===== src/keystore_pkg.sv =====
`default_nettype none

package keystore_pkg;

   // Table geometry
   localparam int table_count    = 8;
   localparam int rows_per_table = 64;
   localparam int key_width      = 64;

   // Keys sent per pass before the row counter wraps
   localparam int stream_keys = 42;

   // Value returned by the version register
   localparam logic [31:0] version_word = 32'h00010007;

   // Byte address bits below this are ignored by the register decode
   localparam int reg_idx_lsb = 2;

   typedef logic [31:0]          axil_data_t;
   typedef logic [key_width-1:0] key_t;
   typedef logic [2:0]           table_sel_t;
   typedef logic [5:0]           row_t;
   // Table number in the upper bits, row in the lower bits
   typedef logic [8:0]           key_addr_t;
   typedef logic [3:0]           reg_idx_t;

   // Register map, as word indices
   localparam reg_idx_t reg_version    = 4'd0;
   localparam reg_idx_t reg_type       = 4'd1;
   localparam reg_idx_t reg_scratch    = 4'd2;
   localparam reg_idx_t reg_control    = 4'd3;
   localparam reg_idx_t reg_table_ctrl = 4'd8;
   localparam reg_idx_t reg_row_addr   = 4'd10;
   localparam reg_idx_t reg_data_h     = 4'd11;
   localparam reg_idx_t reg_data_l     = 4'd12;

   // Table control register bits
   localparam int ctrl_write_bit   = 0;
   localparam int ctrl_read_bit    = 1;
   localparam int ctrl_lockout_bit = 31;

   // Key streamer FSM
   typedef enum logic {
      stream_idle,
      stream_send
   } stream_state_t;

endpackage

`default_nettype wire


===== src/reg_bus_if.sv =====
`timescale 1ns/1ps
`default_nettype none

interface reg_bus_if
   import keystore_pkg::*;
();

   // Write strobe, one cycle per accepted bus write
   logic       wr_en;
   reg_idx_t   wr_idx;
   axil_data_t wr_data;

   // Read select and combinational read data
   reg_idx_t   rd_idx;
   axil_data_t rd_data;

   // Bus side
   modport slave (output wr_en, wr_idx, wr_data, rd_idx, input rd_data);

   // Register file side
   modport regs (input wr_en, wr_idx, wr_data, rd_idx, output rd_data);

endinterface

`default_nettype wire


===== src/table_port_if.sv =====
`timescale 1ns/1ps
`default_nettype none

interface table_port_if
   import keystore_pkg::*;
();

   // Access request from the register file
   logic      en;
   logic      we;
   key_addr_t addr;
   key_t      wdata;

   // Registered read data, valid the cycle after a read access
   key_t      rdata;

   // Requester side
   modport regs (output en, we, addr, wdata, input rdata);

   // Memory side
   modport ram (input en, we, addr, wdata, output rdata);

endinterface

`default_nettype wire


===== src/keystore_regs.sv =====
`timescale 1ns/1ps
`default_nettype none

module keystore_regs
   import keystore_pkg::*;
(
   input  wire        s_axi_aclk,
   input  wire        s_axi_aresetn,
   reg_bus_if.regs    bus,
   table_port_if.regs tbl,
   output logic       stream_enable
);

   axil_data_t scratch;
   logic       ctrl_enable;
   logic       tc_write;
   logic       tc_read;
   logic       lockout;
   table_sel_t tbl_sel;
   row_t       tbl_row;
   axil_data_t data_h;
   axil_data_t data_l;
   logic       access;
   axil_data_t table_ctrl_word;

   always_ff @(posedge s_axi_aclk) begin
      if (!s_axi_aresetn) begin
         scratch     <= '0;
         ctrl_enable <= 1'b0;
         tc_write    <= 1'b0;
         tc_read     <= 1'b0;
         lockout     <= 1'b0;
         tbl_sel     <= '0;
         tbl_row     <= '0;
         access      <= 1'b0;
      end else begin
         // Row address write starts one table access in the next cycle
         access <= bus.wr_en && (bus.wr_idx == reg_row_addr);
         if (bus.wr_en) begin
            case (bus.wr_idx)
               reg_scratch: scratch <= bus.wr_data;
               // Bit 0 enables the key stream
               reg_control: ctrl_enable <= bus.wr_data[0];
               reg_table_ctrl: begin
                  tc_write <= bus.wr_data[ctrl_write_bit];
                  tc_read  <= bus.wr_data[ctrl_read_bit];
                  // Lockout can only be set
                  lockout  <= lockout || bus.wr_data[ctrl_lockout_bit];
               end
               reg_row_addr: begin
                  // Row in bits 7:0, table in bits 15:8
                  tbl_row <= bus.wr_data[0 +: $bits(row_t)];
                  tbl_sel <= bus.wr_data[8 +: $bits(table_sel_t)];
               end
               default: ;
            endcase
         end
      end
   end

   // Key halves staged for a table write
   always_ff @(posedge s_axi_aclk) begin
      if (bus.wr_en && (bus.wr_idx == reg_data_h)) begin
         data_h <= bus.wr_data;
      end
      if (bus.wr_en && (bus.wr_idx == reg_data_l)) begin
         data_l <= bus.wr_data;
      end
   end

   // Read wins when both bits are set
   assign tbl.en    = access && (tc_write || tc_read) && !lockout;
   assign tbl.we    = tc_write && !tc_read;
   assign tbl.addr  = {tbl_sel, tbl_row};
   assign tbl.wdata = {data_h, data_l};

   assign stream_enable = ctrl_enable;

   always_comb begin
      table_ctrl_word                   = '0;
      table_ctrl_word[ctrl_write_bit]   = tc_write;
      table_ctrl_word[ctrl_read_bit]    = tc_read;
      table_ctrl_word[ctrl_lockout_bit] = lockout;
   end

   // Read decode, the old status offset falls into the zero default
   always_comb begin
      case (bus.rd_idx)
         reg_version:    bus.rd_data = version_word;
         reg_type:       bus.rd_data = {16'd0, 8'(table_count), 8'(rows_per_table)};
         reg_scratch:    bus.rd_data = scratch;
         reg_control:    bus.rd_data = {31'd0, ctrl_enable};
         reg_table_ctrl: bus.rd_data = table_ctrl_word;
         reg_row_addr:   bus.rd_data = {21'd0, tbl_sel, 2'd0, tbl_row};
         // Key halves hidden once lockout is set
         reg_data_h:     bus.rd_data = lockout ? '0 : tbl.rdata[63:32];
         reg_data_l:     bus.rd_data = lockout ? '0 : tbl.rdata[31:0];
         default:        bus.rd_data = '0;
      endcase
   end

   // Lockout holds from the first set until the next reset
   a_lockout_sticky : assert property (@(posedge s_axi_aclk) disable iff (!s_axi_aresetn)
      lockout |=> lockout);

endmodule

`default_nettype wire


===== src/flat_wrapper.sv =====
// flat-port wrapper written by rule: the top's interface ports become plain ports
module keystore_regs_flat import keystore_pkg::*;
  (s_axi_aclk, s_axi_aresetn, stream_enable, bus_wr_en, bus_wr_idx, bus_wr_data, bus_rd_idx, bus_rd_data, tbl_en, tbl_we, tbl_addr, tbl_wdata, tbl_rdata);
  reg_bus_if bus_i ();
  table_port_if tbl_i ();
  input  wire s_axi_aclk;
  input  wire s_axi_aresetn;
  output logic stream_enable;
  input wire logic [$bits(bus_i.wr_en)-1:0] bus_wr_en;
  input wire logic [$bits(bus_i.wr_idx)-1:0] bus_wr_idx;
  input wire logic [$bits(bus_i.wr_data)-1:0] bus_wr_data;
  input wire logic [$bits(bus_i.rd_idx)-1:0] bus_rd_idx;
  output wire logic [$bits(bus_i.rd_data)-1:0] bus_rd_data;
  output wire logic [$bits(tbl_i.en)-1:0] tbl_en;
  output wire logic [$bits(tbl_i.we)-1:0] tbl_we;
  output wire logic [$bits(tbl_i.addr)-1:0] tbl_addr;
  output wire logic [$bits(tbl_i.wdata)-1:0] tbl_wdata;
  input wire logic [$bits(tbl_i.rdata)-1:0] tbl_rdata;
  assign bus_i.wr_en = bus_wr_en;
  assign bus_i.wr_idx = bus_wr_idx;
  assign bus_i.wr_data = bus_wr_data;
  assign bus_i.rd_idx = bus_rd_idx;
  assign bus_rd_data = bus_i.rd_data;
  assign tbl_en = tbl_i.en;
  assign tbl_we = tbl_i.we;
  assign tbl_addr = tbl_i.addr;
  assign tbl_wdata = tbl_i.wdata;
  assign tbl_i.rdata = tbl_rdata;
  keystore_regs u_core (.s_axi_aclk(s_axi_aclk), .s_axi_aresetn(s_axi_aresetn), .bus(bus_i), .tbl(tbl_i), .stream_enable(stream_enable));
endmodule

===== config.mk =====
export PLATFORM = sky130hd
export DESIGN_NAME = keystore_regs_flat
export DESIGN_NICKNAME = d
export VERILOG_FILES = /design/src/keystore_pkg.sv /design/src/reg_bus_if.sv /design/src/table_port_if.sv /design/src/keystore_regs.sv /design/src/flat_wrapper.sv
export SDC_FILE = /design/constraint.sdc
export NUM_CORES = 1
export LEC_CHECK = 0
export CELL_PAD_IN_SITES_DETAIL_PLACEMENT = 0
export CELL_PAD_IN_SITES_GLOBAL_PLACEMENT = 1
export CORE_MARGIN = 1
export CORE_UTILIZATION = 33
export CTS_CLUSTER_DIAMETER = 80
export DETAILED_ROUTE_END_ITERATION = 12
export DONT_BUFFER_PORTS = 1
export PLACE_DENSITY_LB_ADDON = 0.1
export SYNTH_ARGS = -nofsm -noshare
export SYNTH_HDL_FRONTEND = slang
export SYNTH_SLANG_ARGS = --single-unit

===== constraint.sdc =====
create_clock -name s_axi_aclk -period 3.3 [get_ports s_axi_aclk]
set_clock_uncertainty 0.1 [all_clocks]
set_input_delay 0.66 -clock s_axi_aclk [delete_from_list [all_inputs] [get_ports s_axi_aclk]]
set_output_delay 0.66 -clock s_axi_aclk [all_outputs]
set_load 0.01 [all_outputs]

**Yosys cells after proc, flatten, opt, wreduce, memory -nomap -nowiden**

Index checks and enable logic that the tools add are counted.

- Flip-flop bits (word level): 110
- Input port bits: 107
- Output and inout port bits: 108

- Equal/unequal tests: 13
- Mux-type cells: 3
- Reduce and logical (&&, ||, !) cells: 15

Operators by type and width:

| kind | count |
|---|---|
| $pmux 32 s8 | 1 |
| $mux 32 | 2 |
| $eq 4x4->1 const B | 8 |
| $eq 4x2->1 const B | 4 |
| $reduce_and 2->1 | 4 |
| $logic_and 1x1->1 | 6 |
| $eq 4x1->1 const B | 1 |
| $logic_not 4->1 | 1 |
| $logic_not 1->1 | 2 |
| $logic_or 1x1->1 | 2 |

**Logic depth before layout (Yosys ltp)**

- Depth after elaboration: 3
- Depth in mapped cells: 5
- Depth with buffers taken out: 3

**Worst setup path after synthesis**

No wires, ideal clock.

- Path type: input-to-reg
- From: input bus_wr_idx[2]
- To: register u_core.data_h[0] (enable)
- Library setup time: 0.421 ns
- Arrival time: 2.407 ns
- Required time: 2.779 ns
- Slack: 0.372 ns
- Stages: 3
- Buffers on the path: 1
- Cells stage by stage: nand3b_1 -> clkbuf_1 -> nor2_1

- Cells in the longest elaborated chain, start to end: 2

Ends and longest elaborated chain:

| what | line | source |
|---|---|---|
| from (decl) | flat_wrapper.sv:10 | `input wire logic [$bits(bus_i.wr_idx)-1:0] bus_wr_idx;` |
| $eq 4x4->1 | keystore_regs.sv:63 | `if (bus.wr_en && (bus.wr_idx == reg_data_h)) begin` |
| $logic_and 1x1->1 | keystore_regs.sv:63 |  |
| to (signal assigned) | keystore_regs.sv:64 | `data_h <= bus.wr_data;` |
| to (decl) | keystore_regs.sv:21 | `axil_data_t data_h;` |

No other way between the ends.
A chain may end at the register's enable or synchronous reset.

**Worst setup path in the final report**

- From: register u_core.lockout
- To: output bus_rd_data[0]

- Cells in the longest elaborated chain, start to end: 2

Ends and longest elaborated chain:

| what | line | source |
|---|---|---|
| from (decl) | keystore_regs.sv:18 | `logic lockout;` |
| from (signal assigned) | keystore_regs.sv:48 | `lockout <= lockout \|\| bus.wr_data[ctrl_lockout_bit];` |
| $mux 32 (on tied branches) | keystore_regs.sv:97, keystore_regs.sv:96 |  |
| $pmux 32 s8 * | keystore_regs.sv:88 | `case (bus.rd_idx)` |
| to (decl) | flat_wrapper.sv:13 | `output wire logic [$bits(bus_i.rd_data)-1:0] bus_rd_data;` |

Every way passes the cells marked *; elsewhere a longest branch is shown, timed or not.

==> results.toml <==
[status]
outcome = "completed"

[final_layout]
nFillCells = 1406
final_layout_size_suffix_gt1_frac = 0.07789
nets = 500
area_growth_syn_to_layout_pct = 8.682
final_area_sq_mm = 0.005106
diodes = 0
fin_cells = 578

[timing]
fin_ws_ns = 0.5192
fin_setup_tns_ns = 0
period_needed_ns = 2.781
finalCritPeriodShare = 0.8427
drv_slew = 0
fmax_ghz = 0.3596
worst_pin_slew_ns = 1.226
hold_viol = 0
rsz0062_at_grt = "false"
relSlewSlack = 0.1828
setup_viol = 0

[power_and_ir_drop]
vdd.ir_drop.worst_mv = 0.2114
total_power_mw = 2.647
p_leak_nw = 1.539
pwr_density_cell_mw_per_mm2 = 518.4

[floorplanning]
num_rows = 43
start_util = 0.3385
die_h_um = 121.3
ioPinCount = 215
die_x_um = 121.3
die_area_sq_mm = 0.01472
fp.coreArea_sq_mm = 0.01388

[yosys]
synth_area_sq_mm = 0.004698
synth_seq_cells = 110
ys_seq_area_frac = 0.6051
synth_flop_cell = "edfxtp_1"
synth_edf_count = 64
syn_avg_cell_area_sq_um = 11.43
yosysUniqueCellTypes = 39
yosysMostFrequentCell = "edfxtp_1"
netlist_top_cells_count = "edfxtp_1 (64), dfxtp_1 (46), nand3_1 (43), a21boi_1 (41), o21ai_1 (33)"
yosys-top-cells-area = "edfxtp_1 (41%), dfxtp_1 (20%), a21boi_1 (6.6%)"
yosys.area.top_type = "edfxtp_1"
syn_inst = 411
synth_fp_nets = 518
async_flop_share = 0
synth_top_area_share = 0.4091
yosysWarnings = 0

[critical_path]
end_kind = "output port"
start_kind = "flip-flop"
critical_path_class = "flip-flop to output port"
cp_max_fo = 12
worstPathArrival_ns = 2.02
rrSetupSlack_ns = 2.38
worstPathRequired_ns = 2.54

[cts]
clkTransAtPathRegs_ns = 0.08
post_cts_buffers = 0
clock_latency_ns = 0.35
post_cts_resized = 0
cts_tree = "done"
cts.htree.levels = 3
cts.sinks = 110
cts_root_buf = "clkbuf_16"
ctsHoldBuffers = 0
cts_buffer_depth = 2
cts_buffers = 9

[placed_design]
portBuffers = 0
gpl.final_weighted_congestion = 0.6989
dp_cells = 562
placed_cell_area_sq_mm = 0.004832
preCtsSetupSlack_ns = 0.5079
post-dp-hpwl_um = 9214

[route]
num_vias = 3295
drc = 0
drt_pass1_iterations = 6
ant_nets = 0
first_iter_violations = 187
wirelength_um = 13420
via_per_inst = 5.701
wl_per_cell_um = 23.22

[global_route]
grt_max_degree = 47
grt_pass1_wl_um = 19640
overflow = 0
grt_antenna_before_repair = 0
grtUsageTotal = 0.1837
grt_pass1_vias = 3244

[min_path]
hp-class = "input port to flip-flop"

[run]
cap_violations = 0
final cells by class:
cell class | count | area [sq um] | area share
clock buffers | 10 | 229.0 | 0.04484
flip-flops and latches | 110 | 2843 | 0.5567
multi-input cells | 261 | 1680 | 0.3291
repair buffers | 8 | 72.57 | 0.01421
inverters | 3 | 11.26 | 0.002205
clock inverters | 6 | 45.04 | 0.008821
well taps | 180 | 225.2 | 0.04411
critical path: stages, from the launching register on:
cell	delay (ns)
dfxtp_1	0.38
nor4_2	0.92
a221o_1	0.37
sequential cells by signal, summed over array words and instances (netlist names):
name and count:
u_core.data_l 32, u_core.lockout 1, u_core.access 1, u_core.data_h 32, u_core.tbl_row 6, u_core.tc_write 1
u_core.tc_read 1, u_core.tbl_sel 3, u_core.stream_enable 1, u_core.scratch 32
final timing paths:
| path | startpoint | cells after the start | to |
|---|---|---|---|
| max | u_core.lockout$_SDFFE_PN0P_ | 2 | bus_rd_data[0] |
| min | bus_wr_data[25] | 0 | u_core.data_l[25]$_DFFE_PP_ |
| max reg2reg | u_core.stream_enable$_SDFFE_PN0P_ | 2 | u_core.stream_enable$_SDFFE_PN0P_ |
| min reg2reg | u_core.scratch[0]$_SDFFE_PN0P_ | 2 | u_core.scratch[0]$_SDFFE_PN0P_ |
logic make-up after synthesis:
| logic type | synth area share |
|---|---|
| AO/OA/AOI/OAI | 0.2125 |
| multiplexers | 0.01704 |
| flip-flops | 0.6051 |
| AND/OR/NAND/NOR | 0.1233 |
| buffers and inverters | 0.04208 |
through the flow:
stage	utilization	hold WS, ns
3_5_place_dp	0.3481	0.3677
4_1_cts	0.3679	0.2760
3_3_place_gp	0.3481	0.3603
2_1_floorplan	-	0.3519
5_1_grt	0.3679	0.2766
6_report	0.3679	0.2942
layer usage:
| metal | share of wire | vias up | track usage |
|---|---|---|---|
| met1 | 0.40 | 1652 | 0.2051 |
| met3 | 0.061 | 12 | 0.04934 |
| met4 | 0.015 | 0 | 0.07716 |
| met5 | 0 | - | 0 |
| met2 | 0.53 | 115 | 0.3263 |
| li1 | - | 1516 | - |
power breakdown:
group	switching (mW)	internal [mW]	total (mW)
Clock	0.512	0.519	1.03
Sequential	0.0186	1.47	1.49
Combinational	0.0792	0.0452	0.124
Total	0.610	2.04	2.65
placed cells by master, fill, tap and decap left out, drive strengths merged, types with 5 or more instances in the layout:
master	count
nor2	11
clkbuf	10
dfxtp	46
a22oi	20
nand2	21
nand3	43
o21ai	62
buf	8
nand3b	5
edfxtp	64
a21boi	45
inv	5
a221o	12
mux2i	8
No activity file was read; power rests on OpenSTA's default activity.
