`config.mk`:
```
export PLATFORM = sky130hd
export DESIGN_NAME = axil_slave_flat
export DESIGN_NICKNAME = d
export VERILOG_FILES = /design/src/keystore_pkg.sv /design/src/reg_bus_if.sv /design/src/axil_slave.sv /design/src/flat_wrapper.sv
export SDC_FILE = /design/constraint.sdc
export NUM_CORES = 1
export LEC_CHECK = 0
export BUFFER_PORTS_ARGS = -buffer_cell sky130_fd_sc_hd__buf_2
export CAP_MARGIN = 20
export CORE_ASPECT_RATIO = 1.4
export CORE_MARGIN = 5
export CORE_UTILIZATION = 25
export CTS_CLUSTER_SIZE = 20
export DETAILED_ROUTE_END_ITERATION = 6
export GPL_TIMING_DRIVEN = 0
export MAX_ROUTING_LAYER = met4
export SLEW_MARGIN = 15
export SYNTH_ARGS = -nofsm -noshare
export SYNTH_HDL_FRONTEND = slang
export SYNTH_SLANG_ARGS = --single-unit
```
`constraint.sdc`:
```
create_clock -name s_axi_aclk -period 1.5 [get_ports s_axi_aclk]
set_input_delay 0.3 -clock s_axi_aclk [delete_from_list [all_inputs] [get_ports s_axi_aclk]]
set_output_delay 0.3 -clock s_axi_aclk [all_outputs]
set_load 0.005 [all_outputs]
```
`src/keystore_pkg.sv`:
```
`default_nettype none

package keystore_pkg;

   // Table geometry
   localparam int table_count    = 8;
   localparam int rows_per_table = 64;
   localparam int key_width      = 64;

   // Keys sent per pass before the row counter wraps
   localparam int stream_keys = 42;

   // Value returned by the version register
   localparam logic [31:0] version_word = 32'h00010007;

   // Byte address bits below this are ignored by the register decode
   localparam int reg_idx_lsb = 2;

   typedef logic [31:0]          axil_data_t;
   typedef logic [key_width-1:0] key_t;
   typedef logic [2:0]           table_sel_t;
   typedef logic [5:0]           row_t;
   // Table number in the upper bits, row in the lower bits
   typedef logic [8:0]           key_addr_t;
   typedef logic [3:0]           reg_idx_t;

   // Register map, as word indices
   localparam reg_idx_t reg_version    = 4'd0;
   localparam reg_idx_t reg_type       = 4'd1;
   localparam reg_idx_t reg_scratch    = 4'd2;
   localparam reg_idx_t reg_control    = 4'd3;
   localparam reg_idx_t reg_table_ctrl = 4'd8;
   localparam reg_idx_t reg_row_addr   = 4'd10;
   localparam reg_idx_t reg_data_h     = 4'd11;
   localparam reg_idx_t reg_data_l     = 4'd12;

   // Table control register bits
   localparam int ctrl_write_bit   = 0;
   localparam int ctrl_read_bit    = 1;
   localparam int ctrl_lockout_bit = 31;

   // Key streamer FSM
   typedef enum logic {
      stream_idle,
      stream_send
   } stream_state_t;

endpackage

`default_nettype wire

```
`src/reg_bus_if.sv`:
```
`timescale 1ns/1ps
`default_nettype none

interface reg_bus_if
   import keystore_pkg::*;
();

   // Write strobe, one cycle per accepted bus write
   logic       wr_en;
   reg_idx_t   wr_idx;
   axil_data_t wr_data;

   // Read select and combinational read data
   reg_idx_t   rd_idx;
   axil_data_t rd_data;

   // Bus side
   modport slave (output wr_en, wr_idx, wr_data, rd_idx, input rd_data);

   // Register file side
   modport regs (input wr_en, wr_idx, wr_data, rd_idx, output rd_data);

endinterface

`default_nettype wire

```
`src/axil_slave.sv`:
```
`timescale 1ns/1ps
`default_nettype none

module axil_slave
   import keystore_pkg::*;
(
   input  wire             s_axi_aclk,
   input  wire             s_axi_aresetn,
   // Write address and write data channels
   input  wire axil_data_t awaddr,
   input  wire             awvalid,
   output logic            awready,
   input  wire axil_data_t wdata,
   input  wire             wvalid,
   output logic            wready,
   // Write response channel
   output logic [1:0]      bresp,
   output logic            bvalid,
   input  wire             bready,
   // Read address channel
   input  wire axil_data_t araddr,
   input  wire             arvalid,
   output logic            arready,
   // Read data channel
   output axil_data_t      rdata,
   output logic [1:0]      rresp,
   output logic            rvalid,
   input  wire             rready,
   // Register file side
   reg_bus_if.slave        bus
);

   logic     wr_accept;
   logic     wr_fire;
   logic     rd_fire;
   reg_idx_t aw_idx;
   reg_idx_t ar_idx;

   // Address and data are taken together in one accept cycle
   assign awready = wr_accept;
   assign wready  = wr_accept;
   assign wr_fire = wr_accept && awvalid && wvalid;

   // Read data is captured when the address handshake completes
   assign rd_fire = arready && arvalid && !rvalid;

   // Always OKAY
   assign bresp = 2'b00;
   assign rresp = 2'b00;

   always_ff @(posedge s_axi_aclk) begin
      if (!s_axi_aresetn) begin
         wr_accept <= 1'b0;
         bvalid    <= 1'b0;
      end else begin
         // One-cycle ready pulse, held off while a response is pending
         wr_accept <= !wr_accept && awvalid && wvalid && !bvalid;
         if (wr_fire && !bvalid) begin
            bvalid <= 1'b1;
         end else if (bready) begin
            bvalid <= 1'b0;
         end
      end
   end

   always_ff @(posedge s_axi_aclk) begin
      if (!s_axi_aresetn) begin
         arready <= 1'b0;
         rvalid  <= 1'b0;
         rdata   <= '0;
      end else begin
         // No new read address while the previous data waits for rready
         arready <= !arready && arvalid && !rvalid;
         if (rd_fire) begin
            rvalid <= 1'b1;
            rdata  <= bus.rd_data;
         end else if (rready) begin
            rvalid <= 1'b0;
         end
      end
   end

   // Latch the word index of each bus address
   always_ff @(posedge s_axi_aclk) begin
      if (!wr_accept && awvalid && wvalid) begin
         aw_idx <= awaddr[reg_idx_lsb +: $bits(reg_idx_t)];
      end
      if (!arready && arvalid) begin
         ar_idx <= araddr[reg_idx_lsb +: $bits(reg_idx_t)];
      end
   end

   // Write strobe lands in the accept cycle, data is still on the bus
   assign bus.wr_en   = wr_fire;
   assign bus.wr_idx  = aw_idx;
   assign bus.wr_data = wdata;
   assign bus.rd_idx  = ar_idx;

   // Responses stay up until the master takes them
   a_bvalid_hold : assert property (@(posedge s_axi_aclk) disable iff (!s_axi_aresetn)
      bvalid && !bready |=> bvalid);

   a_rvalid_hold : assert property (@(posedge s_axi_aclk) disable iff (!s_axi_aresetn)
      rvalid && !rready |=> rvalid && $stable(rdata));

endmodule

`default_nettype wire

```
`src/flat_wrapper.sv`:
```
// flat-port wrapper written by rule: the top's interface ports become plain ports
module axil_slave_flat import keystore_pkg::*;
  (s_axi_aclk, s_axi_aresetn, awaddr, awvalid, awready, wdata, wvalid, wready, bresp, bvalid, bready, araddr, arvalid, arready, rdata, rresp, rvalid, rready, bus_wr_en, bus_wr_idx, bus_wr_data, bus_rd_idx, bus_rd_data);
  reg_bus_if bus_i ();
  input  wire s_axi_aclk;
  input  wire s_axi_aresetn;
  input  wire axil_data_t awaddr;
  input  wire awvalid;
  output logic awready;
  input  wire axil_data_t wdata;
  input  wire wvalid;
  output logic wready;
  output logic [1:0] bresp;
  output logic bvalid;
  input  wire bready;
  input  wire axil_data_t araddr;
  input  wire arvalid;
  output logic arready;
  output axil_data_t rdata;
  output logic [1:0] rresp;
  output logic rvalid;
  input  wire rready;
  output wire logic [$bits(bus_i.wr_en)-1:0] bus_wr_en;
  output wire logic [$bits(bus_i.wr_idx)-1:0] bus_wr_idx;
  output wire logic [$bits(bus_i.wr_data)-1:0] bus_wr_data;
  output wire logic [$bits(bus_i.rd_idx)-1:0] bus_rd_idx;
  input wire logic [$bits(bus_i.rd_data)-1:0] bus_rd_data;
  assign bus_wr_en = bus_i.wr_en;
  assign bus_wr_idx = bus_i.wr_idx;
  assign bus_wr_data = bus_i.wr_data;
  assign bus_rd_idx = bus_i.rd_idx;
  assign bus_i.rd_data = bus_rd_data;
  axil_slave u_core (.s_axi_aclk(s_axi_aclk), .s_axi_aresetn(s_axi_aresetn), .awaddr(awaddr), .awvalid(awvalid), .awready(awready), .wdata(wdata), .wvalid(wvalid), .wready(wready), .bresp(bresp), .bvalid(bvalid), .bready(bready), .araddr(araddr), .arvalid(arvalid), .arready(arready), .rdata(rdata), .rresp(rresp), .rvalid(rvalid), .rready(rready), .bus(bus_i));
endmodule
```
After elaboration in Yosys (flattened, before gate mapping)
Index checks and enable logic that the tools add are counted.

storage, ports and cells
  word-level logic and storage cells = 27
  bits in registers = 44
  input bits = 135
  output and inout port bits = 82

cells by class
  reductions and logical operators = 16
  mux-type cells = 4

operators with widths
  kind               count
  $logic_and 1x1->1  10
  $logic_not 1->1    4
  $mux 1             4
  $reduce_bool 2->1  2

Depth between registers and ports, before layout
Gate-level depths: netlist of the first run.

  depth in word-level cells = 4
  gate-level depth with buffers = 5
  mapped depth without buffers = 2

Worst setup path after synthesis of the first run
OpenSTA, ideal clock, no wires.

  kind = flip-flop to flip-flop
  from = register u_core.rvalid
  to = register u_core.rvalid
  path slack = 0.416 ns
  cell stages (with the launch flop) = 5
  library setup time = 0.115 ns
  data required time = 1.385 ns
  path buffers = 2
  arrival time = 0.970 ns
  clock period less this slack = 1.084 ns
  path through = dfxtp_1 and3b_1 buf_6 buf_12 o21a_1

on the way
  word-level cells in the longest chain between the ends = 3
  elaborated cells between the ends (all ways) = 4
  classes of those cells = 1 x mux; 3 x reduce/logical

ends and longest elaborated chain
  element                                      line              source
  from (decl)                                  axil_slave.sv:27  output logic rvalid,
  from (signal assigned)                       axil_slave.sv:69  rvalid <= 1'b0;
  from (signal assigned)                       axil_slave.sv:75  rvalid <= 1'b1;
  from (signal assigned)                       axil_slave.sv:78  rvalid <= 1'b0;
  $logic_not 1->1 (*)                          axil_slave.sv:45  assign rd_fire = arready && arvalid && !rvalid;
  $logic_and 1x1->1 (*)                        axil_slave.sv:45
  $mux 1 or $reduce_bool 2->1 (tied branches)  --

Every way passes the cells marked *; elsewhere a longest branch is shown, timed or not.
A chain may end at the register's enable or synchronous reset.

Final worst setup path of the first run
  from = register u_core.wr_accept, in the netlist u_core.awready
  to = output port bus_wr_en

on the way
  word-level cells in the longest chain between the ends = 2

ends and longest elaborated chain
  element                          line                source
  from (decl)                      axil_slave.sv:33    logic wr_accept;
  from (signal assigned)           axil_slave.sv:57    wr_accept <= !wr_accept && awvalid && wvalid && !bvalid;
  $logic_and 1x1->1 (2 in series)  axil_slave.sv:42    assign wr_fire = wr_accept && awvalid && wvalid;
  to (decl)                        flat_wrapper.sv:23  output wire logic [$bits(bus_i.wr_en)-1:0] bus_wr_en;

Every way passes these cells.

==> results.py, run 1 <==
metrics = {
    "status": {
        "status": "completed",
    },
    "floorplanning": {
        "die_w_um": 85.56,
        "dieArea_um2": 9906,
        "coreArea_um2": 7797,
        "die_y_um": 115.8,
        "initial_core_util": 0.2563,
        "top_level_ports": 217,
        "rows": 38,
    },
    "global_route": {
        "grt_first_pass_wirelength_um": 7783,
        "antenna_found_initial": 0,
        "grt_max_degree": 16,
        "grt_use_total": 0.09992,
        "grt_pass1_vias": 1758,
        "grt-ovfl-total": 0,
    },
    "worst_setup_path": {
        "r2r_start": "u_core.rvalid",
        "r2r-end": "u_core.rvalid",
        "path_class": "reg2out",
        "cp.required_ns": 1.20,
        "critPathMaxFanout": 6,
        "cp-start-kind": "flip-flop",
        "r2r_cells": 4,
        "rrSetupSlack_ns": 0.36,
        "arrival_ns": 0.98,
        "worstSetupEndpointType": "output pin",
    },
    "synthesis": {
        "ys_seq_area_frac": 0.4809,
        "syn_inst": 202,
        "ys_seq_elements": 44,
        "synthAdderAreaFrac": 0,
        "synth_edf_count": 8,
        "yosys.area.top_type": "dfxtp_1",
        "synth_common_cells": "65 x nand2_1, 38 x buf_4, 36 x dfxtp_1",
        "synth_most_common_cell": "nand2_1",
        "synth_cell_type_count": 20,
        "async_reset_ff_frac": 0,
        "synth_mux_area_frac": 0.1603,
        "yosys.area.top_type_share": 0.3607,
        "avgSynthCellArea_um2": 9.892,
        "netlist_area_um2": 1998,
        "synthSimpleGateAreaFrac": 0.1553,
        "ys_top_cells_by_area": "dfxtp_1 36%, mux2i_1 16%, buf_4 14%, nand2_1 12%, edfxtp_1 12%",
        "synth_compound_area_frac": 0.007514,
        "synth_xor_area_frac": 0,
        "ys.flop_type": "dfxtp_1",
        "yosysWarnings": 0,
        "synth_top_family_by_area": "buffers and inverters",
    },
    "clocking": {
        "postCtsSetupBuffers": 0,
        "cts_resized": 0,
        "cts_made_buffers": 5,
        "holdBufCountCts": 0,
        "clock_latency_ns": 0.29,
        "h-tree-depth": 2,
        "clk_pin_slew_ns": 0.09,
        "ctsLongestPathBuffers": 2,
        "cts_tree": "yes",
        "root_buffer": "clkbuf_8",
        "clock-sinks": 44,
    },
    "timing": {
        "final.min_clock_period_ns": 1.279,
        "max_freq_ghz": 0.7821,
        "final-hold-violation-count": 0,
        "slew_headroom": 0.6571,
        "finalWorstSetupSlack_ns": 0.2215,
        "setup_tns_ns": 0,
        "slew_viol_final": 0,
        "worstMarginPinSlew_ns": 0.5144,
        "rsz0062_at_grt": "no",
        "fin_crit_sh": 0.8524,
        "skew_ns": 0.005892,
        "setup_viol": 0,
    },
    "detailed_routing": {
        "drt_wl_total_um": 5149,
        "drc": 0,
        "dr.pass1.iters": 4,
        "final_antenna_net_count": 0,
        "vias": 1733,
        "initialDrtViolationCount": 7,
        "viasPerCell": 3.975,
        "wl_per_cell_um": 11.81,
    },
    "power": {
        "p_int_w": 0.001965,
        "power.switching_w": 0.0005880,
        "share_comb_of_total_power": 0.144,
        "powerDensity_nw_per_um2": 891.1,
        "pwr-share-clk": 0.361,
        "seqPwrFrac": 0.495,
        "finalPower_w": 0.002553,
        "sw_frac_of_total": 0.2303,
        "max-vdd-ir-drop_mv": 0.3457,
        "p_leak_nw": 1.428,
    },
    "layout": {
        "nets": 470,
        "synthToLayoutAreaGrowth_pct": 43.39,
        "drive_gt1_frac": 0.5298,
        "diodes": 0,
        "final_cells": 436,
    },
    "run": {
        "maxCapViolCount": 0,
    },
    "worst_hold_path": {
        "hold_path_class": "in2reg",
        "hold_end": "u_core.bus.rd_idx[0]",
        "hold_path_depth": 1,
        "hold_start": "araddr[2]",
    },
    "placed_design": {
        "placed_cells": 428,
        "pre_cts_ws_ns": 0.2699,
        "globalplace.congestion": 0.6944,
        "numPortBuffers": 123,
        "place.detailed.hpwl_um": 4259,
    },
}
## state kept, by name, indices dropped and copies added (netlist names)
register / count
u_core.bvalid: 1
u_core.bus.wr_idx: 4
u_core.bus.rd_idx: 4
u_core.awready: 1
u_core.rdata: 32
u_core.arready: 1
u_core.rvalid: 1
## final cells by class
type	instances	area, um^2
clock buffers	5	68.82
flip-flops and latches	44	960.9
repair buffers	123	615.6
clock inverters	3	46.29
multi-input cells	112	660.6
well taps	100	125.1
plain buffers	49	387.9
fillers	796	4932
## cells in the final DEF, fill, tap and decap left out, drive strengths merged, types with 2 or more instances in the layout
cell,count
conb,4
clkbuf,8
and3b,2
nor2b,2
dfxtp,36
buf,169
edfxtp,8
mux2i,32
nand2,65
## worst max path at each step
| stage | start | endpoint | slack, ns |
|---|---|---|---|
| 5_1_grt | u_core.awready | bus_wr_en | 0.16 |
| 3_3_place_gp | s_axi_aresetn | u_core.rdata[10] | 0.30 |
| 6_report | u_core.awready | bus_wr_en | 0.22 |
| 4_1_cts | u_core.awready | bus_wr_en | 0.19 |
| 3_5_place_dp | s_axi_aresetn | u_core.rdata[6] | 0.27 |
| 2_1_floorplan | u_core.rvalid | u_core.rvalid | 0.42 |
## metrics by stage
| stage | cell area [um^2] | hold slack (ns) | utilization |
|---|---|---|---|
| floorplan | 2009 | 0.3989 | - |
| global placement | 2750 | 0.4394 | 0.3527 |
| detailed placement | 2750 | 0.4482 | 0.3527 |
| CTS | 2865 | 0.1633 | 0.3675 |
| global route | 2865 | 0.1643 | 0.3675 |
| finish | 2865 | 0.1791 | 0.3675 |
## critical path, stage by stage (launching register included)
cell and delay [ns]:
dfxtp_1 0.42, and3_1 0.17, buf_2 0.10
## cell families (layout without fill, tap and decap cells)
family	after synthesis	after routing
and+or+nand+nor	74	74
other	1	4
AOI/OAI and AO/OA	2	2
muxes	32	32
buffers and inverters	49	180
DFF	44	44
## power by group through the flow
stage          combinational (W)  sequential, W  clock (W)
6_report                0.000368        0.00126   0.000920
5_1_grt                 0.000408        0.00127    0.00101
4_1_cts                 0.000378        0.00127   0.000971
3_5_place_dp            0.000377        0.00129          0
3_3_place_gp            0.000372        0.00129          0
2_1_floorplan           0.000198        0.00130          0
## routing by layer
metal  vias up  global-route usage  part of all wire
li1        868                   -                 -
met1       754              0.1151              0.40
met2       107              0.1722              0.48
met3         4             0.02205              0.11
met4         0             0.03168            0.0099
met5         -                   -                 0
Power figures use the tool's default switching activity.
==> run 2: changes to the inputs <==
--- a/config.mk
+++ b/config.mk
@@ -7,7 +7,6 @@
 export LEC_CHECK = 0
 export BUFFER_PORTS_ARGS = -buffer_cell sky130_fd_sc_hd__buf_2
 export CAP_MARGIN = 20
-export CORE_ASPECT_RATIO = 1.4
 export CORE_MARGIN = 5
 export CORE_UTILIZATION = 25
 export CTS_CLUSTER_SIZE = 20
==> run 2 against run 1 <==
  * Fmax rose by 0.95%
  * Via count rose by 0.87%
  * Count of clock-buffer cells in the layout did not move
  * Global-route usage rose by 0.37 points
  * Worst setup slack improved by 0.012 ns
  * Final cell count rose by 0.46%
  * Worst hold slack got worse by 0.0026 ns
  * Critical path type unchanged
  * Critical endpoint unchanged
  * Largest cell class unchanged
==> results.py, run 2 (same netlist as run 1, synthesis figures left out) <==
metrics = {
    "global_route": {
        "grt-ovfl-total": 0,
        "grt_pass1_vias": 1733,
        "grt_max_degree": 16,
        "grt_use_total": 0.1036,
        "grt_first_pass_wirelength_um": 8093,
        "antenna_found_initial": 0,
    },
    "detailed_routing": {
        "final_antenna_net_count": 0,
        "wl_per_cell_um": 11.62,
        "initialDrtViolationCount": 29,
        "vias": 1748,
        "dr.pass1.iters": 4,
        "drt_wl_total_um": 5089,
        "drc": 0,
        "viasPerCell": 3.991,
    },
    "worst_setup_path": {
        "critPathMaxFanout": 6,
        "cp-start-kind": "flip-flop",
        "path_class": "reg2out",
        "arrival_ns": 0.97,
        "worstSetupEndpointType": "output pin",
        "cp.required_ns": 1.20,
    },
    "layout": {
        "final_cell_mix": "127 x buf_2, 65 x nand2_1, 38 x buf_4, 36 x dfxtp_1, 32 x mux2i_1",
        "drive_gt1_frac": 0.5298,
        "fillers": 811,
        "layout_commonest_cell": "buf_2",
        "diodes": 0,
        "nets": 470,
        "synthToLayoutAreaGrowth_pct": 43.52,
        "largest-register": "u_core.rdata",
        "largest_register_ffs": 32,
    },
    "floorplanning": {
        "die_w_um": 99.40,
        "initial_core_util": 0.2572,
        "rows": 32,
        "dieArea_um2": 9880,
        "coreArea_um2": 7767,
        "top_level_ports": 217,
        "die_y_um": 99.40,
    },
    "clocking": {
        "holdBufCountCts": 0,
        "h-tree-depth": 2,
        "cts_resized": 0,
        "clock_latency_ns": 0.29,
        "clk_pin_slew_ns": 0.09,
        "clock-sinks": 44,
        "cts_tree": "yes",
        "postCtsSetupBuffers": 0,
        "cts_made_buffers": 5,
        "root_buffer": "clkbuf_8",
        "ctsLongestPathBuffers": 2,
    },
    "timing": {
        "worstMarginPinSlew_ns": 0.5177,
        "final.min_clock_period_ns": 1.267,
        "setup_tns_ns": 0,
        "max_freq_ghz": 0.7896,
        "final-hold-violation-count": 0,
        "fin_crit_sh": 0.8443,
        "rsz0062_at_grt": "no",
        "setup_viol": 0,
        "slew_viol_final": 0,
        "slew_headroom": 0.6549,
        "skew_ns": 0.003857,
    },
    "worst_hold_path": {
        "hold_path_class": "in2reg",
    },
    "status": {
        "status": "completed",
    },
    "power": {
        "p_leak_nw": 1.428,
        "powerDensity_nw_per_um2": 891.6,
        "finalPower_w": 0.002557,
        "max-vdd-ir-drop_mv": 0.3436,
    },
    "placed_design": {
        "globalplace.congestion": 0.7692,
        "numPortBuffers": 123,
        "place.detailed.hpwl_um": 4123,
    },
    "run": {
        "maxCapViolCount": 0,
    },
}
run 2: path summary, 6_finish.rpt:
path | depth (start not counted) | slack, ns | from | to
hold reg to reg | 2 | 0.46 | u_core.rdata[17] | u_core.rdata[17]
hold / removal | 1 | 0.18 | araddr[5] | u_core.bus.rd_idx[3]
setup / recovery | 2 | 0.23 | u_core.awready | bus_wr_en
setup reg to reg | 4 | 0.36 | u_core.rvalid | u_core.rdata[0]
run 2: power breakdown:
group | leakage (nW) | switching (W) | internal (W) | total (W)
clock | 0.0548 | 0.000420 | 0.000502 | 0.000922
sequential | 0.368 | 0.0000186 | 0.00125 | 0.00126
combinational | 1.01 | 0.000153 | 0.000217 | 0.000370
total | 1.43 | 0.000592 | 0.00197 | 0.00256
run 2: final cells by class:
class                   count  area, um^2  area share
well taps                 102       127.6     0.04450
repair buffers            123       615.6      0.2147
clock buffers               5       68.82     0.02400
clock inverters             3       46.29     0.01614
flip-flops and latches     44       960.9      0.3351
plain buffers              49       387.9      0.1353
multi-input cells         112       660.6      0.2304
run 2: critical path, cell delays in order, from the launching register on:
cell	delay (ns)
dfxtp_1	0.41
and3_1	0.16
buf_2	0.10
run 2: per-layer routing:
metal | wire length (um) | part of all wire | track usage | up-vias
met3 | 480 | 0.094 | 0.02104 | 2
met5 | 0 | 0 | - | -
met4 | 49 | 0.0096 | 0.03782 | 0
met2 | 2485 | 0.49 | 0.1756 | 105
li1 | - | - | - | 875
met1 | 2073 | 0.41 | 0.1211 | 766
run 2: through the flow:
stage	cells	utilization	hold slack [ns]	setup WS (ns)	instance area, um^2
3_5_place_dp	430	0.3544	0.4444	0.2930	2753
2_1_floorplan	205	-	0.3989	0.4157	2009
6_report	438	0.3692	0.1766	0.2335	2868
4_1_cts	438	0.3692	0.1614	0.2192	2868
3_3_place_gp	430	0.3544	0.4397	0.3380	2753
5_1_grt	438	0.3692	0.1530	0.1667	2868
==> run 3: changes to the inputs <==
==> constraint.sdc (replaced) <==
create_clock -name s_axi_aclk -period 1.04 [get_ports s_axi_aclk]
set_input_delay 0.208 -clock s_axi_aclk [delete_from_list [all_inputs] [get_ports s_axi_aclk]]
set_output_delay 0.208 -clock s_axi_aclk [all_outputs]
set_load 0.005 [all_outputs]
==> run 3 against run 2 <==
  * The run now ends with negative setup slack left
  * Sequential power up 44%
  * Non-clock buffer count up 4
  * Via count down 0.80%
  * Register-to-register slack worse by 0.43 ns
  * First-iteration DRC count up 14%
  * Clock skew up 0.0012 ns
  * Critical path type unchanged
  * Largest power group unchanged
==> results.py, run 3 (same netlist as run 1, synthesis figures left out) <==
metrics = {
    "status": {
        "status": "finished, violations left",
        "violations": "negative setup slack",
    },
    "placed_design": {
        "numPortBuffers": 123,
        "place.detailed.hpwl_um": 4045,
        "placed_cells": 430,
        "globalplace.congestion": 0.7545,
        "pre_cts_ws_ns": -0.1203,
    },
    "worst_setup_path": {
        "path_class": "reg2out",
        "crit_path_end": "bus_wr_en",
        "critPathMaxFanout": 6,
        "cp-start-kind": "flip-flop",
        "arrival_ns": 0.91,
        "r2r_start": "u_core.rvalid",
        "worstSetupEndpointType": "output pin",
        "crit_path_start": "u_core.awready",
        "r2r_cells": 4,
        "rrSetupSlack_ns": -0.07,
        "cp.required_ns": 0.83,
        "r2r-end": "u_core.rdata[27]",
    },
    "layout": {
        "nets": 474,
        "diodes": 0,
        "final_cell_mix": "125 x buf_2, 65 x nand2_1, 41 x buf_4, 32 x mux2i_1, 32 x dfxtp_1",
        "drive_gt1_frac": 0.5500,
        "synthToLayoutAreaGrowth_pct": 48.53,
        "final_cells": 442,
        "largest_register_ffs": 32,
        "layout_commonest_cell": "buf_2",
        "largest-register": "u_core.rdata",
        "fillers": 801,
    },
    "power": {
        "p_leak_nw": 1.479,
        "finalPower_w": 0.004151,
        "max-vdd-ir-drop_mv": 0.7318,
        "powerDensity_nw_per_um2": 1399,
    },
    "detailed_routing": {
        "vias": 1734,
        "drt_wl_total_um": 5094,
        "wl_per_cell_um": 11.52,
        "dr.pass1.iters": 4,
        "drc": 0,
        "final_antenna_net_count": 0,
        "viasPerCell": 3.923,
        "initialDrtViolationCount": 33,
    },
    "floorplanning": {
        "die_w_um": 99.40,
        "top_level_ports": 217,
        "rows": 32,
        "initial_core_util": 0.2572,
        "die_y_um": 99.40,
        "coreArea_um2": 7767,
        "dieArea_um2": 9880,
    },
    "global_route": {
        "grt-ovfl-total": 0,
        "grt_use_total": 0.1022,
        "grt_pass1_vias": 1785,
        "grt_first_pass_wirelength_um": 7990,
        "grt_max_degree": 15,
        "antenna_found_initial": 0,
    },
    "timing": {
        "rsz0062_at_grt": "yes",
        "slew_viol_final": 0,
        "max_freq_ghz": 0.8918,
        "setup_viol": 34,
        "fin_crit_sh": 1.078,
        "final.min_clock_period_ns": 1.121,
        "final-hold-violation-count": 0,
        "skew_ns": 0.005090,
        "finalWorstSetupSlack_ns": -0.08131,
    },
    "clocking": {
        "h-tree-depth": 2,
        "clock_latency_ns": 0.29,
        "cts_tree": "yes",
        "clock-sinks": 44,
        "root_buffer": "clkbuf_8",
        "holdBufCountCts": 0,
        "ctsLongestPathBuffers": 2,
        "cts_made_buffers": 5,
        "clk_pin_slew_ns": 0.08,
    },
    "run": {
        "maxCapViolCount": 0,
    },
    "worst_hold_path": {
        "hold_path_class": "in2reg",
    },
}
-- run 3: per-stage QoR --
step                        util  cell area, um^2   TNS (ns)  hold WS, ns
after detailed placement  0.3545             2754     -2.059       0.3908
after global placement    0.3545             2754     -1.700       0.3896
after CTS                 0.3785             2940     -2.752      0.07158
final                     0.3821             2968     -1.766      0.08776
after global routing      0.3821             2968     -4.204      0.06761
after floorplan                -             2011  -0.004924       0.3069
-- run 3: how the worst min path moves through the flow --
stage | from | endpoint | slack, ns | depth (start not counted)
6_report | awaddr[4] | u_core.bus.wr_idx[2] | 0.09 | 1
5_1_grt | araddr[2] | u_core.bus.rd_idx[0] | 0.07 | 1
4_1_cts | awaddr[4] | u_core.bus.wr_idx[2] | 0.07 | 1
3_5_place_dp | awaddr[4] | u_core.bus.wr_idx[2] | 0.39 | 1
3_3_place_gp | awaddr[4] | u_core.bus.wr_idx[2] | 0.39 | 1
2_1_floorplan | araddr[2] | u_core.bus.rd_idx[0] | 0.31 | 0
-- run 3: worst max-delay path: stages (launching register included) --
cell     delay, ns
dfxtp_4       0.37
and3_1        0.14
buf_2         0.12
-- run 3: what timing repair did --
item                       in CTS  in global routing
setup endpoints to repair      33                 44
gates resized for setup         5                  3
buffers inserted                1                  3
-- run 3: routing by layer --
metal | track usage | vias up | share of wire
li1 | - | 876 | -
met5 | - | - | 0
met1 | 0.1162 | 751 | 0.41
met2 | 0.1756 | 102 | 0.48
met3 | 0.02034 | 5 | 0.093
met4 | 0.04097 | 0 | 0.017
-- run 3: report_power, final --
part | internal, W | switching, W
sequential | 0.00180 | 0.0000270
clock | 0.00120 | 0.000582
combinational | 0.000325 | 0.000220
total | 0.00332 | 0.000829
-- run 3: area by class of cell --
type	count	area, um^2	area share
buffer	49	391.6	0.1320
multi-input combinational	112	663.1	0.2234
timing repair buffer	127	658.1	0.2218
clock inverter	3	90.09	0.03035
tap	102	127.6	0.04300
sequential	44	968.4	0.3263
clock buffer	5	68.82	0.02319
